===== src/rtl/rv_decode_pkg.sv =====
/*
    rv64i decode shared definitions
    opcodes, immediate format codes, branch funct3 codes and
    the instruction word union used to pick fields per format
*/

package rv_decode_pkg;

    // major opcodes handled by the decoder
    localparam logic [6:0] op_load   = 7'b0000011; // 3
    localparam logic [6:0] op_imm    = 7'b0010011; // 19
    localparam logic [6:0] op_imm_32 = 7'b0011011; // 27, word ops
    localparam logic [6:0] op_jalr   = 7'b1100111; // 103
    localparam logic [6:0] op_store  = 7'b0100011; // 35
    localparam logic [6:0] op        = 7'b0110011; // 51
    localparam logic [6:0] op_32     = 7'b0111011; // 59, word ops
    localparam logic [6:0] op_branch = 7'b1100011; // 99
    localparam logic [6:0] op_jal    = 7'b1101111; // 111

    // immediate layouts
    localparam logic [1:0] imm_i = 2'b00; // 12 bit
    localparam logic [1:0] imm_s = 2'b01; // 12 bit, split
    localparam logic [1:0] imm_b = 2'b10; // 13 bit, lsb zero
    localparam logic [1:0] imm_j = 2'b11; // 21 bit, lsb zero

    // branch conditions, codes 2 and 3 unused
    localparam logic [2:0] f3_beq  = 3'b000;
    localparam logic [2:0] f3_bne  = 3'b001;
    localparam logic [2:0] f3_blt  = 3'b100;
    localparam logic [2:0] f3_bge  = 3'b101;
    localparam logic [2:0] f3_bltu = 3'b110;
    localparam logic [2:0] f3_bgeu = 3'b111;

    typedef struct packed {
        logic [6:0] funct7;
        logic [4:0] rs2;
        logic [4:0] rs1;
        logic [2:0] funct3;
        logic [4:0] rd;
        logic [6:0] opcode;
    } r_fmt_t;

    typedef struct packed {
        logic [11:0] imm_11_0;
        logic [4:0]  rs1;
        logic [2:0]  funct3;
        logic [4:0]  rd;
        logic [6:0]  opcode;
    } i_fmt_t;

    typedef struct packed {
        logic [6:0] imm_11_5;
        logic [4:0] rs2;
        logic [4:0] rs1;
        logic [2:0] funct3;
        logic [4:0] imm_4_0;
        logic [6:0] opcode;
    } s_fmt_t;

    typedef struct packed {
        logic       imm_12;
        logic [5:0] imm_10_5;
        logic [4:0] rs2;
        logic [4:0] rs1;
        logic [2:0] funct3;
        logic [3:0] imm_4_1;
        logic       imm_11;
        logic [6:0] opcode;
    } b_fmt_t;

    typedef struct packed {
        logic       imm_20;
        logic [9:0] imm_10_1;
        logic       imm_11;
        logic [7:0] imm_19_12;
        logic [4:0] rd;
        logic [6:0] opcode;
    } j_fmt_t;

    // one 32 bit word, five views
    typedef union packed {
        r_fmt_t r_fmt;
        i_fmt_t i_fmt;
        s_fmt_t s_fmt;
        b_fmt_t b_fmt;
        j_fmt_t j_fmt;
    } inst_u;

endpackage

===== src/rtl/rv_decode_top.sv =====
/*
    rv64i decode control top
    control decoder and branch comparator in parallel, both feeding
    the registered redirect stage
*/

`timescale 1ns/1ps

module rv_decode_top #(
    parameter int XLEN = 64
) (
    input  logic            clk,
    input  logic            arst_n,
    input  logic            inst_valid,
    input  logic [31:0]     inst,
    input  logic [XLEN-1:0] pc,
    input  logic [XLEN-1:0] rs1_data,
    input  logic [XLEN-1:0] rs2_data,
    output logic            out_valid,
    output logic            reg_write_q,
    output logic            mem_write_q,
    output logic            alu_src_q,
    output logic            result_src_q,
    output logic [XLEN-1:0] imm_ext,
    output logic            pc_src,
    output logic [XLEN-1:0] target_pc,
    output logic [XLEN-1:0] link_pc,
    output logic            illegal_q
);

    rv_decode_pkg::inst_u inst_w;

    logic       reg_write;
    logic       mem_write;
    logic       alu_src;
    logic       result_src;
    logic [1:0] imm_src;
    logic       is_branch;
    logic       is_jump;
    logic       is_jalr;
    logic       illegal;
    logic       take;
    logic       cond_bad;

    assign inst_w = inst; // field view for the side blocks

    control_decoder #(.XLEN(XLEN)) u_ctrl (
        .opcode     (inst_w.r_fmt.opcode),
        .reg_write  (reg_write),
        .mem_write  (mem_write),
        .alu_src    (alu_src),
        .result_src (result_src),
        .imm_src    (imm_src),
        .is_branch  (is_branch),
        .is_jump    (is_jump),
        .is_jalr    (is_jalr),
        .illegal    (illegal)
    );

    branch_comparator #(.XLEN(XLEN)) u_cmp (
        .funct3   (inst_w.b_fmt.funct3),
        .rs1_data (rs1_data),
        .rs2_data (rs2_data),
        .take     (take),
        .cond_bad (cond_bad)
    );

    pc_redirect #(.XLEN(XLEN)) u_redir (
        .clk          (clk),
        .arst_n       (arst_n),
        .inst_valid   (inst_valid),
        .inst         (inst),
        .pc           (pc),
        .rs1_data     (rs1_data),
        .reg_write    (reg_write),
        .mem_write    (mem_write),
        .alu_src      (alu_src),
        .result_src   (result_src),
        .imm_src      (imm_src),
        .is_branch    (is_branch),
        .is_jump      (is_jump),
        .is_jalr      (is_jalr),
        .illegal      (illegal),
        .take         (take),
        .cond_bad     (cond_bad),
        .out_valid    (out_valid),
        .reg_write_q  (reg_write_q),
        .mem_write_q  (mem_write_q),
        .alu_src_q    (alu_src_q),
        .result_src_q (result_src_q),
        .imm_ext      (imm_ext),
        .pc_src       (pc_src),
        .target_pc    (target_pc),
        .link_pc      (link_pc),
        .illegal_q    (illegal_q)
    );

endmodule


===== src/rtl/pc_redirect.sv =====
/*
    redirect and output stage
    builds the sign-extended immediate, forms pc_src, target and link,
    registers the whole result set for each valid instruction
*/

`timescale 1ns/1ps

module pc_redirect #(
    parameter int XLEN = 64
) (
    input  logic            clk,
    input  logic            arst_n,
    input  logic            inst_valid,
    input  logic [31:0]     inst,
    input  logic [XLEN-1:0] pc,
    input  logic [XLEN-1:0] rs1_data,
    input  logic            reg_write,
    input  logic            mem_write,
    input  logic            alu_src,
    input  logic            result_src,
    input  logic [1:0]      imm_src,
    input  logic            is_branch,
    input  logic            is_jump,
    input  logic            is_jalr,
    input  logic            illegal,
    input  logic            take,
    input  logic            cond_bad,
    output logic            out_valid,
    output logic            reg_write_q,
    output logic            mem_write_q,
    output logic            alu_src_q,
    output logic            result_src_q,
    output logic [XLEN-1:0] imm_ext,
    output logic            pc_src,
    output logic [XLEN-1:0] target_pc,
    output logic [XLEN-1:0] link_pc,
    output logic            illegal_q
);

    rv_decode_pkg::inst_u inst_w;

    logic [XLEN-1:0] imm_d;
    logic [XLEN-1:0] base;
    logic [XLEN-1:0] sum;
    logic [XLEN-1:0] target_d;
    logic [XLEN-1:0] link_d;
    logic            bad_d;
    logic            pc_src_d;

    assign inst_w = inst;

    // immediate reassembly, sign bit is always inst[31]
    always_comb begin
        case (imm_src)
            rv_decode_pkg::imm_i: begin
                imm_d = {{(XLEN-12){inst_w.i_fmt.imm_11_0[11]}}, inst_w.i_fmt.imm_11_0};
            end
            rv_decode_pkg::imm_s: begin
                imm_d = {{(XLEN-12){inst_w.s_fmt.imm_11_5[6]}},
                         inst_w.s_fmt.imm_11_5, inst_w.s_fmt.imm_4_0};
            end
            rv_decode_pkg::imm_b: begin
                imm_d = {{(XLEN-13){inst_w.b_fmt.imm_12}}, inst_w.b_fmt.imm_12,
                         inst_w.b_fmt.imm_11, inst_w.b_fmt.imm_10_5,
                         inst_w.b_fmt.imm_4_1, 1'b0};
            end
            default: begin // imm_j
                imm_d = {{(XLEN-21){inst_w.j_fmt.imm_20}}, inst_w.j_fmt.imm_20,
                         inst_w.j_fmt.imm_19_12, inst_w.j_fmt.imm_11,
                         inst_w.j_fmt.imm_10_1, 1'b0};
            end
        endcase
    end

    assign bad_d    = illegal | (is_branch & cond_bad); // bad funct3 on a branch
    assign pc_src_d = ((is_branch & take & ~cond_bad) | is_jump) & ~bad_d;

    assign base     = is_jalr ? rs1_data : pc;
    assign sum      = base + imm_d;
    assign target_d = is_jalr ? {sum[XLEN-1:1], 1'b0} : sum; // jalr clears bit 0
    assign link_d   = pc + {{(XLEN-3){1'b0}}, 3'd4};

    // control side, low on idle cycles
    always_ff @(posedge clk or negedge arst_n) begin
        if (!arst_n) begin
            out_valid    <= 1'b0;
            reg_write_q  <= 1'b0;
            mem_write_q  <= 1'b0;
            alu_src_q    <= 1'b0;
            result_src_q <= 1'b0;
            pc_src       <= 1'b0;
            illegal_q    <= 1'b0;
        end else begin
            out_valid    <= inst_valid;
            reg_write_q  <= inst_valid & reg_write & ~bad_d; // no writeback if illegal
            mem_write_q  <= inst_valid & mem_write & ~bad_d;
            alu_src_q    <= inst_valid & alu_src;
            result_src_q <= inst_valid & result_src;
            pc_src       <= inst_valid & pc_src_d;
            illegal_q    <= inst_valid & bad_d;
        end
    end

    // data side, holds last result when idle
    always_ff @(posedge clk or negedge arst_n) begin
        if (!arst_n) begin
            imm_ext   <= '0;
            target_pc <= '0;
            link_pc   <= '0;
        end else if (inst_valid) begin
            imm_ext   <= imm_d;
            target_pc <= target_d;
            link_pc   <= link_d; // pc + 4
        end
    end

endmodule


===== src/rtl/branch_comparator.sv =====
/*
    branch condition unit
    compares rs1/rs2 and picks the result by funct3
*/

`timescale 1ns/1ps

module branch_comparator #(
    parameter int XLEN = 64
) (
    input  logic [2:0]      funct3,
    input  logic [XLEN-1:0] rs1_data,
    input  logic [XLEN-1:0] rs2_data,
    output logic            take,
    output logic            cond_bad
);

    logic eq;
    logic lt;
    logic ltu;

    assign eq  = (rs1_data == rs2_data);
    assign lt  = ($signed(rs1_data) < $signed(rs2_data)); // blt/bge
    assign ltu = (rs1_data < rs2_data);                   // bltu/bgeu

    always_comb begin
        take     = 1'b0;
        cond_bad = 1'b0;
        case (funct3)
            rv_decode_pkg::f3_beq: begin
                take = eq;
            end
            rv_decode_pkg::f3_bne: begin
                take = ~eq;
            end
            rv_decode_pkg::f3_blt: begin
                take = lt;
            end
            rv_decode_pkg::f3_bge: begin
                take = ~lt; // ge is not lt
            end
            rv_decode_pkg::f3_bltu: begin
                take = ltu;
            end
            rv_decode_pkg::f3_bgeu: begin
                take = ~ltu;
            end
            default: begin
                cond_bad = 1'b1; // funct3 2 or 3, take stays low
            end
        endcase
    end

endmodule


===== src/rtl/control_decoder.sv =====
/*
    main control decoder
    maps the opcode to datapath enables, the immediate layout and
    branch/jump class, flags anything it does not know as illegal
*/

`timescale 1ns/1ps

module control_decoder #(
    parameter int XLEN = 64
) (
    input  logic [6:0] opcode,
    output logic       reg_write,
    output logic       mem_write,
    output logic       alu_src,    // 1 selects immediate as alu operand b
    output logic       result_src, // 1 selects memory read data
    output logic [1:0] imm_src,
    output logic       is_branch,
    output logic       is_jump,
    output logic       is_jalr,
    output logic       illegal
);

    always_comb begin
        reg_write  = 1'b0; // everything low unless set below
        mem_write  = 1'b0;
        alu_src    = 1'b0;
        result_src = 1'b0;
        imm_src    = rv_decode_pkg::imm_i;
        is_branch  = 1'b0;
        is_jump    = 1'b0;
        is_jalr    = 1'b0;
        illegal    = 1'b0;

        case (opcode)
            rv_decode_pkg::op_load: begin
                reg_write  = 1'b1;
                alu_src    = 1'b1; // base + offset
                result_src = 1'b1; // rd from memory
                imm_src    = rv_decode_pkg::imm_i;
            end
            rv_decode_pkg::op_imm: begin
                reg_write = 1'b1;
                alu_src   = 1'b1;
                imm_src   = rv_decode_pkg::imm_i;
            end
            rv_decode_pkg::op_imm_32: begin
                if (XLEN == 64) begin // addiw and friends
                    reg_write = 1'b1;
                    alu_src   = 1'b1;
                    imm_src   = rv_decode_pkg::imm_i;
                end else begin
                    illegal = 1'b1; // no word ops on rv32
                end
            end
            rv_decode_pkg::op_jalr: begin
                reg_write = 1'b1; // rd gets the link
                alu_src   = 1'b1;
                imm_src   = rv_decode_pkg::imm_i;
                is_jump   = 1'b1;
                is_jalr   = 1'b1; // target from rs1
            end
            rv_decode_pkg::op_store: begin
                mem_write = 1'b1;
                alu_src   = 1'b1;
                imm_src   = rv_decode_pkg::imm_s;
            end
            rv_decode_pkg::op: begin
                reg_write = 1'b1; // rs2 as operand b
            end
            rv_decode_pkg::op_32: begin
                if (XLEN == 64) begin
                    reg_write = 1'b1;
                end else begin
                    illegal = 1'b1;
                end
            end
            rv_decode_pkg::op_branch: begin
                is_branch = 1'b1; // compare rs1/rs2
                imm_src   = rv_decode_pkg::imm_b;
            end
            rv_decode_pkg::op_jal: begin
                reg_write = 1'b1;
                imm_src   = rv_decode_pkg::imm_j;
                is_jump   = 1'b1;
            end
            default: begin
                illegal = 1'b1; // incl. lui/auipc
            end
        endcase
    end

endmodule


===== config.mk =====
export PLATFORM = sky130hd
export DESIGN_NAME = rv_decode_top
export DESIGN_NICKNAME = d
export VERILOG_FILES = /design/src/rtl/rv_decode_pkg.sv /design/src/rtl/rv_decode_top.sv /design/src/rtl/pc_redirect.sv /design/src/rtl/branch_comparator.sv /design/src/rtl/control_decoder.sv
export SDC_FILE = /design/constraint.sdc
export NUM_CORES = 1
export LEC_CHECK = 0
export BUFFER_PORTS_ARGS = -buffer_cell sky130_fd_sc_hd__clkbuf_2
export CORE_ASPECT_RATIO = 0.8
export CORE_MARGIN = 4
export CORE_UTILIZATION = 40
export CTS_CLUSTER_DIAMETER = 200
export DETAILED_ROUTE_END_ITERATION = 7
export PLACE_DENSITY = 0.69
export SLEW_MARGIN = 20
export SYNTH_ARGS = -nofsm -noshare
export SYNTH_HDL_FRONTEND = slang
export SYNTH_SLANG_ARGS = --single-unit

===== constraint.sdc =====
create_clock -name clk -period 1.55 [get_ports clk]
set_input_delay 0.0775 -clock clk [delete_from_list [all_inputs] [get_ports clk]]
set_output_delay 0.0775 -clock clk [all_outputs]
set_load 0.01 [all_outputs]

Word level (Yosys, flattened, before mapping)

Index checks and enable logic that the tools add are counted.
W data, S select, Z words.

Equal/unequal tests: 17
$lt $le $gt $ge: 2
Bitwise logic cells: 18
Multiply operators: 0
Div/mod/pow operators: 0
Reductions and logical operators: 7
Shifts and indexed selects: 0
Add/sub/neg operators: 2
Mux-type cells: 14

Operator list:

| operator                | number |
|---|---|
| $lt A64 B64 Y1          | 2 |
| $add A64 B3 Y64 const B | 1 |
| $add A64 B64 Y64        | 1 |
| $eq A64 B64 Y1          | 1 |
| $mux W64                | 1 |
| $pmux W20 S3            | 1 |
| $eq A7 B6 Y1 const B    | 3 |
| $eq A7 B7 Y1 const B    | 3 |
| $eq A7 B5 Y1 const B    | 2 |
| $and A1 B1 Y1           | 12 |
| $eq A3 B3 Y1 const B    | 4 |
| $mux W1                 | 10 |
| $reduce_or A9 Y1        | 1 |
| $eq A7 B2 Y1 const B    | 1 |
| $reduce_or A7 Y1        | 1 |
| $pmux W1 S6             | 1 |
| $pmux W2 S3             | 1 |
| $reduce_or A6 Y1        | 1 |
| $reduce_or A5 Y1        | 1 |
| $not A1 Y1              | 4 |
| $eq A3 B1 Y1 const B    | 1 |
| $logic_not A3 Y1        | 1 |
| $eq A2 B1 Y1 const B    | 1 |
| $eq A2 B2 Y1 const B    | 1 |
| other kinds (3)         | 4 |

Memories: 0
Bits in latches: 0
Bits in read-only memories: 0
Output and inout port bits: 199
Bits in writable memories: 0
Flip-flop bits (word level): 156

Depth between registers and ports, before layout

Gate-level depths: netlist (run 1).

Word-level depth: 8
Gate-level depth with buffers: 19
Gate-level depth less buffers: 19

Hierarchy

A second synthesis (run 1) with hierarchy kept.

Cell total of the unflattened synthesis: 1609
Area, all modules: 13848.3 um^2

By module, submodules not included:

| module            | times used | cells an instance | area an instance (um^2) | sequential area each (um^2) |
|---|---|---|---|---|
| pc_redirect       | 1          | 1344              | 11955.2                 | 3903.7 |
| branch_comparator | 1          | 234               | 1696.6                  | 0.0 |
| control_decoder   | 1          | 31                | 196.4                   | 0.0 |

Worst setup path after synthesis (run 1)

OpenSTA, ideal clock, no wires.

Path kind: input -> register
From: input port inst[6]
To: register u_redir.target_pc[60]
Stages on the path: 19
Buffers on the path: 2
Data arrival time: 4.355 ns
Path slack: -2.930 ns
Library setup time: 0.125 ns
Path through: clkbuf_1 -> nand3_1 -> or3_1 -> nor2_1 -> clkbuf_1 -> mux2_2 -> ha_1 -> inv_1 -> fa_1 -> and2b_1 -> o2111ai_1 -> a21oi_2 -> a311oi_4 -> a21bo_4 -> o41ai_2 -> a41o_1 -> o41ai_2 -> xnor2_1 -> mux2_4

Cells in the longest elaborated chain, start to end: 5
Elaborated cells on any way between the ends: 12
Classes of those cells: add/sub: 1; eq/ne: 6; mux: 4; reduce/logical: 1

RTL lines:

| item                                         | line                  | source |
|---|---|---|
| start, declared                              | rv_decode_top.sv:15   | `input logic [31:0] inst,` |
| $eq A7 B7 Y1 or $eq A7 B6 Y1 (tied branches) | control_decoder.sv:35 | `case (opcode)` |
| $pmux W2 S3                                  | control_decoder.sv:35 |  |
| $eq A2 B2 Y1 (tied with other cells)         | pc_redirect.sv:55     | `case (imm_src)` |
| $pmux W20 S3                                 | pc_redirect.sv:55     |  |
| $add A64 B64 Y64 *                           | pc_redirect.sv:80     | `assign sum = base + imm_d;` |
| end signal, assigned                         | pc_redirect.sv:113    | `target_pc <= target_d;` |
| end, declared                                | pc_redirect.sv:36     | `output logic [XLEN-1:0] target_pc,` |

Every way passes the cells marked *; elsewhere a longest branch is shown, timed or not.
A chain may end at the register's enable or synchronous reset.

Worst setup path in the final report (run 1)

From: input port inst[4]
To: register u_redir.target_pc[56]

Same word-level chain as after synthesis.

==> results of run 1 <==
cell usage in the layout, fill, tap and decap left out, types with 9 or more instances in the layout:
| master | synthesis | final |
|---|---|---|
| nand2_2 | 1 | 13 |
| nor3_1 | 24 | 17 |
| clkbuf_16 | 0 | 18 |
| mux2_4 | 1 | 25 |
| nand3_2 | 2 | 10 |
| nand2_1 | 95 | 77 |
| buf_8 | 0 | 9 |
| nand4_1 | 37 | 37 |
| buf_4 | 43 | 435 |
| buf_6 | 0 | 44 |
| buf_12 | 0 | 11 |
| o21ai_1 | 3 | 16 |
| clkbuf_2 | 2 | 399 |
| o21a_1 | 13 | 13 |
| a21oi_2 | 1 | 26 |
| xnor2_1 | 68 | 59 |
| mux2_2 | 129 | 105 |
| inv_1 | 90 | 82 |
| dlygate4sd3_1 | 0 | 17 |
| xor2_1 | 51 | 46 |
| o21ai_0 | 55 | 32 |
| ha_4 | 0 | 37 |
| dfrtp_1 | 156 | 156 |
| a21oi_4 | 0 | 10 |
| nand3_1 | 39 | 24 |
| a21oi_1 | 153 | 118 |
| o211ai_1 | 10 | 10 |
| nor2_1 | 159 | 139 |
| a21o_1 | 73 | 73 |
| ha_1 | 128 | 91 |
| nor2_2 | 0 | 13 |
worst max-delay path: stages:
cell,delay [ns]
buf_2,0.14
or3_4,0.41
nor2_4,0.15
buf_4,0.14
buf_8,0.12
mux2_4,0.17
ha_4,0.12
inv_2,0.03
fa_2,0.33
and2b_2,0.27
o2111ai_4,0.18
a2111o_1,0.47
a21oi_2,0.22
o22ai_2,0.13
buf_4,0.16
o2111ai_4,0.21
nand2_4,0.10
a211oi_2,0.21
xor2_1,0.10
mux2_4,0.26
per-layer routing:
| layer | GRT usage, % | share of wire (%) | vias up | wire length, um |
|---|---|---|---|---|
| met5 | 0 | 0 | - | 0 |
| li1 | - | - | 7120 | - |
| met3 | 4.843 | 6.1 | 72 | 3376 |
| met4 | 9.155 | 2.2 | 0 | 1196 |
| met2 | 46.28 | 48 | 536 | 26690 |
| met1 | 37.90 | 44 | 7324 | 24230 |
where the power goes:
group / switching (mW) / internal, mW / total (mW)
Clock: 2.11 / 2.61 / 4.72
Sequential: 0.429 / 4.72 / 5.15
Combinational: 3.70 / 3.66 / 7.36
Total: 6.24 / 11.0 / 17.2
what timing repair did:
item	4_1_cts	5_1_grt
pin swaps	47	79
hold buffers	16	1
gates cloned	1	0
resized for setup	84	258
setup endpoints to repair	93	97
endpoints found under the hold margin	171	1
setup buffers	16	52
flip-flops by register name (all words and copies together), names as in the netlist:
name / count
u_redir.out_valid: 1
u_redir.imm_ext: 21
u_redir.result_src_q: 1
u_redir.pc_src: 1
u_redir.mem_write_q: 1
u_redir.illegal_q: 1
u_redir.reg_write_q: 1
u_redir.target_pc: 64
u_redir.link_pc: 64
u_redir.alu_src_q: 1
through the flow:
step                power [mW]  setup slack, ns
floorplan                8.395           -2.298
global placement         11.52           -2.610
detailed placement       11.64           -2.740
CTS                      16.64           -2.015
global route             18.08           -2.236
finish                   17.23           -2.124
how the worst max path moves through the flow:
stage | end | slack (ns) | start
6_report | u_redir.target_pc[56] | -2.12 | inst[4]
5_1_grt | u_redir.target_pc[61] | -2.24 | inst[6]
4_1_cts | u_redir.target_pc[57] | -2.01 | inst[1]
3_5_place_dp | u_redir.target_pc[62] | -2.74 | inst[0]
3_3_place_gp | u_redir.target_pc[56] | -2.61 | inst[0]
2_1_floorplan | u_redir.target_pc[56] | -2.30 | inst[6]
layout make-up:
class / instances / area (sq um) / area share (%)
diodes: 6 / 15.01 / 0.06788
inverters: 90 / 357.8 / 1.618
repair buffers: 920 / 6351 / 28.71
flip-flops and latches: 156 / 3904 / 17.65
well taps: 427 / 534.3 / 2.415
clock inverters: 15 / 198.9 / 0.8994
clock buffers: 17 / 425.4 / 1.923
multi-input cells: 1188 / 10330 / 46.71
cells by family after synthesis:
| group | after synthesis | share of synthesized area [%] |
|---|---|---|
| fa+ha+maj | 129 | 12.05 |
| mux | 133 | 11.13 |
| flops | 156 | 29.00 |
| xor+xnor | 119 | 7.743 |
| buf+inv | 198 | 6.841 |
| compound gates | 376 | 17.88 |
| simple gates | 431 | 15.37 |
==> results_dict.tcl, run 1 <==
set metrics [dict create \
    timing.setup.critical_path_class "input port to flip-flop" \
    min_from "inst[1]" \
    wl_per_cell_um 19.69 \
    finClkSkew_ns 0 \
    clkSinkCount 156 \
    viasPerCell 5.339 \
    first_pass_iters 5 \
    fillers 2589 \
    yosys.area.top_type_share_pct 29.00 \
    yosys.cell_types.count 79 \
    drc_errors 0 \
    grt_pass1_vias 14900 \
    clk_pin_slew_ns 0.08 \
    grt_max_degree 76 \
    max_freq_mhz 272.1 \
    top_level_ports 426 \
    maxCapViolations 0 \
    ff2ff_setup_slack_ns 0.55 \
    yosys_warnings 0 \
    leakagePower_nw 10.89 \
    synth_area_sq_um 13460 \
    status "finished with violations" \
    yosys.area.top_type "dfrtp_1" \
    core_area_sq_um 32850 \
    synth_area_leaders "dfrtp_1 (29%), ha_1 (12%), mux2_2 (11%), a21oi_1 (5.7%), nor2_1 (4.4%)" \
    synth.avg_cell_area_sq_um 8.729 \
    netlist_top_cells_count "nor2_1 (159), dfrtp_1 (156), a21oi_1 (153)" \
    worst_ep_required_time_ns 1.88 \
    ys_async_sr_fraction_pct 100.0 \
    reg2reg_to "u_redir.target_pc[57]" \
    cts_max_level 4 \
    io_buffers 425 \
    powerDensity_nw_per_um2 779.1 \
    fin_ws_ns -2.124 \
    post-route-period-util_pct 237.1 \
    dpl.hpwl_um 42930 \
    hold_end "u_redir.alu_src_q" \
    rsz0062_at_grt "true" \
    ff2ff_path_depth 1 \
    die_area_sq_um 36670 \
    arrival_ns 4.00 \
    antenna_left 0 \
    worstSkewPairLatency_ns 0.45 \
    max_slew.worst_pin.slew_ns 0.6809 \
    fin_tns_setup_ns -107.86 \
    worst-path-max-fanout 6 \
    final.min_clock_period_ns 3.674 \
    grt_usage_pct 28.13 \
    antenna_found_initial 6 \
    hold_path.class "input port to flip-flop" \
    final_area_sq_um 22120 \
    finalSetupViolCount 91 \
    die_h_um 172.1 \
    grt_pass1_wl_um 81480 \
    place_congestion 0.9251 \
    area_growth_pct 64.32 \
    drt_iter0_markers 957 \
    final-max-slew-violation-count 0 \
    die_w_um 213.1 \
    drt_wl_total_um 55490 \
    synth_edf_count 0 \
    fin_nets 2729 \
    place_area_sq_um 19170 \
    cp-start-kind "input port" \
    dr_total_vias 15050 \
    ctsRootBufferMaster "clkbuf_16" \
    clock_path_buffers 2 \
    seq_area_frac_synth_pct 29.00 \
    cts_tree "done" \
    relSlewSlack_pct 54.61 \
    max-vdd-ir-drop_uv 748.2 \
    start_util_pct 40.98 \
    holdPathStages 4 \
    rows 59 \
    hold_ws_ns 0.002141 \
    hold_violations 0 \
    gr-total-overflow 0 \
    synthFlopType "dfrtp_1" \
    syn_inst 1542 \
    ys_seq_elements 156 \
    cp-end-kind "flip-flop" \
    fin_cells 2819 \
    violations "negative setup slack" \
    r2r-start "u_redir.target_pc[57]" \
    synthMostInstantiatedCell "nor2_1" \
    drive_gt1_share_pct 54.48 \
    numCtsBuffers 17 \
    final_util_pct 67.33 \
    placed_cells 2697 \
    synth_nets 1898 \
]
Power figures use the tool's default switching activity.
==> run 2: changes to the inputs <==
- ABC_AREA: not set -> 1
- PLACE_DENSITY: 0.69 -> 0.67
- SYNTH_HIERARCHICAL: not set -> 1
==> results_dict.tcl, run 2 <==
set metrics [dict create \
    multi_input_area_sq_um 12820 \
    area_growth_pct 56.54 \
    hold_violations 0 \
    fin_cells 4212 \
    grt_pass1_wl_um 110400 \
    die_h_um 190.5 \
    wl_per_cell_um 17.87 \
    insertedDiodeCount 0 \
    arrival_ns 2.75 \
    drive_gt1_share_pct 38.82 \
    hold_path.class "input port to flip-flop" \
    worst_ep_required_time_ns 1.89 \
    drc_errors 0 \
    final_common_cell "nand2_1" \
    violations "negative setup slack" \
    clk_pin_slew_ns 0.07 \
    top_layer "met4" \
    synth.avg_cell_area_sq_um 5.856 \
    core_area_sq_um 40880 \
    status "finished with violations" \
    rsz0062_at_grt "true" \
    fin_nets 4011 \
    ys_async_sr_fraction_pct 100.0 \
    cp_slowest_cell "fa_2" \
    antenna_left 0 \
    powerDensity_nw_per_um2 656.2 \
    crit_path_cell_trace "clkbuf_8, buf_6, nand2_2, nor2_2, nand2_2, o21ai_4, buf_6, nor2_4, nor2_4, nand2_1, nand2_4, inv_4, fa_2, inv_2, nand3_2, nand3_4, nand3_2, nand2_4, xnor2_1, buf_4, o21ai_1" \
    io_buffers 425 \
    placed_cells 4104 \
    final.min_clock_period_ns 2.411 \
    synthFlopType "dfrtp_1" \
    place_congestion 1.036 \
    leakagePower_nw 14.34 \
    netlist_top_cells_count "nand2_1 (1128), inv_1 (503), nor2_1 (243)" \
    synth_area_leaders "nand2_1 (25%), dfrtp_1 (23%), inv_1 (11%), ha_1 (9.6%), nor2_1 (5.5%)" \
    yosys.area.top_type "nand2_1" \
    max-vdd-ir-drop_uv 803.4 \
    viasPerCell 5.035 \
    regArea_sq_um 3904 \
    min_from "pc[46]" \
    worstSkewPairLatency_ns 0.46 \
    syn_inst 2845 \
    drt_wl_total_um 75290 \
    cts_max_level 4 \
    top_level_ports 426 \
    synth_nets 3201 \
    timing.setup.critical_path_class "input port to flip-flop" \
    cts_tree "done" \
    cp-start-kind "input port" \
    fillers 3729 \
    dr_total_vias 21210 \
    met2WireLength_um 32610 \
    fin_ws_ns -0.8614 \
    relSlewSlack_pct 64.97 \
    ys_seq_elements 156 \
    ctsRootBufferMaster "clkbuf_16" \
    dpl.hpwl_um 60600 \
    grt_pass1_vias 19510 \
    startpoint "inst[3]" \
    finalSetupViolCount 67 \
    cpPeakStageDelay_ns 0.42 \
    die_area_sq_um 45000 \
    gr-total-overflow 0 \
    ff2ff_setup_slack_ns 0.67 \
    numCtsBuffers 17 \
    r2r-start "u_redir/imm_ext[20]" \
    drt_iter0_markers 2085 \
    crit_family "simple AND/OR/NAND/NOR gates" \
    final-max-slew-violation-count 0 \
    critical_path_depth 21 \
    max_freq_mhz 414.7 \
    clkSinkCount 156 \
    synth_edf_count 0 \
    ff2ff_path_depth 3 \
    synth_area_sq_um 16660 \
    die_w_um 236.2 \
    finClkSkew_ns 0 \
    grt_usage_pct 31.54 \
    wl_met1_um 33260 \
    most-common-layout-cells "nand2_1 (972), inv_1 (477), buf_4 (405), clkbuf_2 (398), nor2_1 (170)" \
    worst-path-buf-inv 6 \
    final_util_pct 63.80 \
    yosys.cell_types.count 40 \
    first_pass_iters 8 \
    route.met3.wl_um 6960 \
    antenna_found_initial 0 \
    worst-path-max-fanout 5 \
    hold_ws_ns 0.01944 \
    synthMostInstantiatedCell "nand2_1" \
    post-route-period-util_pct 155.6 \
    maxCapViolations 0 \
    top_regs "u_redir/link_pc (64), u_redir/target_pc (64), u_redir/imm_ext (21)" \
    max_slew.worst_pin.slew_ns 0.5254 \
    start_util_pct 40.76 \
    yosys_warnings 6 \
    rows 66 \
    grt_max_degree 85 \
    p_total_mw 17.12 \
    seq_area_frac_synth_pct 23.43 \
    cp-end-kind "flip-flop" \
    fin_tns_setup_ns -46.17 \
    holdPathStages 5 \
    clock_path_buffers 2 \
    yosys.area.top_type_share_pct 25.41 \
]
==> run 2: cell types whose count changed in the layout (fill, tap and decap cells not counted), sizes merged, moves of 70 or more <==
cell / change
a21oi: -84
nor2: +107
a21o: -70
nand2: +1047
mux2: -130
inv: +420
nand3: +100
==> run 2: cell type report <==
| cell class | instances | area share [%] |
|---|---|---|
| inverters | 513 | 7.513 |
| flip-flops and latches | 156 | 14.97 |
| well taps | 544 | 2.610 |
| repair buffers | 881 | 23.48 |
| clock buffers | 17 | 1.631 |
| clock inverters | 15 | 0.6476 |
| multi-input cells | 2086 | 49.15 |
==> run 2: worst reg2reg max path, stage by stage, from the launching register on <==
cell and delay [ns]:
dfrtp_1 0.36, buf_4 0.23, nand2_1 0.10, o21ai_0 0.07
==> run 2: kinds of logic (layout without fill, tap and decap cells) <==
family          Yosys count  in the layout  synth area share [%]
flops                   156            156                 23.43
xor+xnor                 67             67                 3.522
simple gates           1658           1658                 41.35
fa+ha+maj               129            129                 9.733
buf+inv                 603           1426                 14.58
compound gates          232            232                 7.382
==> run 2: final timing paths <==
kind / to
max reg2reg: u_redir/imm_ext[20]
min: u_redir/link_pc[46]
max in group asynchronous: u_redir/link_pc[60]
max: u_redir/target_pc[26]
min in group asynchronous: u_redir/target_pc[15]
min reg2reg: u_redir/target_pc[47]
==> run 2: stage by stage <==
step | setup slack (ns) | instance area [sq um]
after global routing | -0.9061 | 26080
final | -0.8614 | 26080
after CTS | -0.6320 | 24730
after detailed placement | -1.379 | 22560
after floorplan | -0.7908 | 17310
after global placement | -1.377 | 22560
==> run 2: report_power, final <==
group,internal [mW],switching (mW)
Sequential,4.59,0.346
Combinational,3.29,4.51
Clock,2.30,2.09
Total,10.2,6.94
==> run 2: metal layers <==
metal  up-vias  global-route usage [%]
li1      10330                       -
met1      9695                   45.40
met2      1017                   48.42
met3       162                   6.362
met4         0                   8.462
met5         -                       0
==> run 2: timing repair <==
action | 4_1_cts | 5_1_grt
setup endpoints to repair | 64 | 71
hold buffers | 21 | 0
resized for setup | 255 | 294
cloned | 1 | 5
hold endpoints to repair | 174 | 0
setup buffers | 51 | 15
pin swaps | 75 | 128
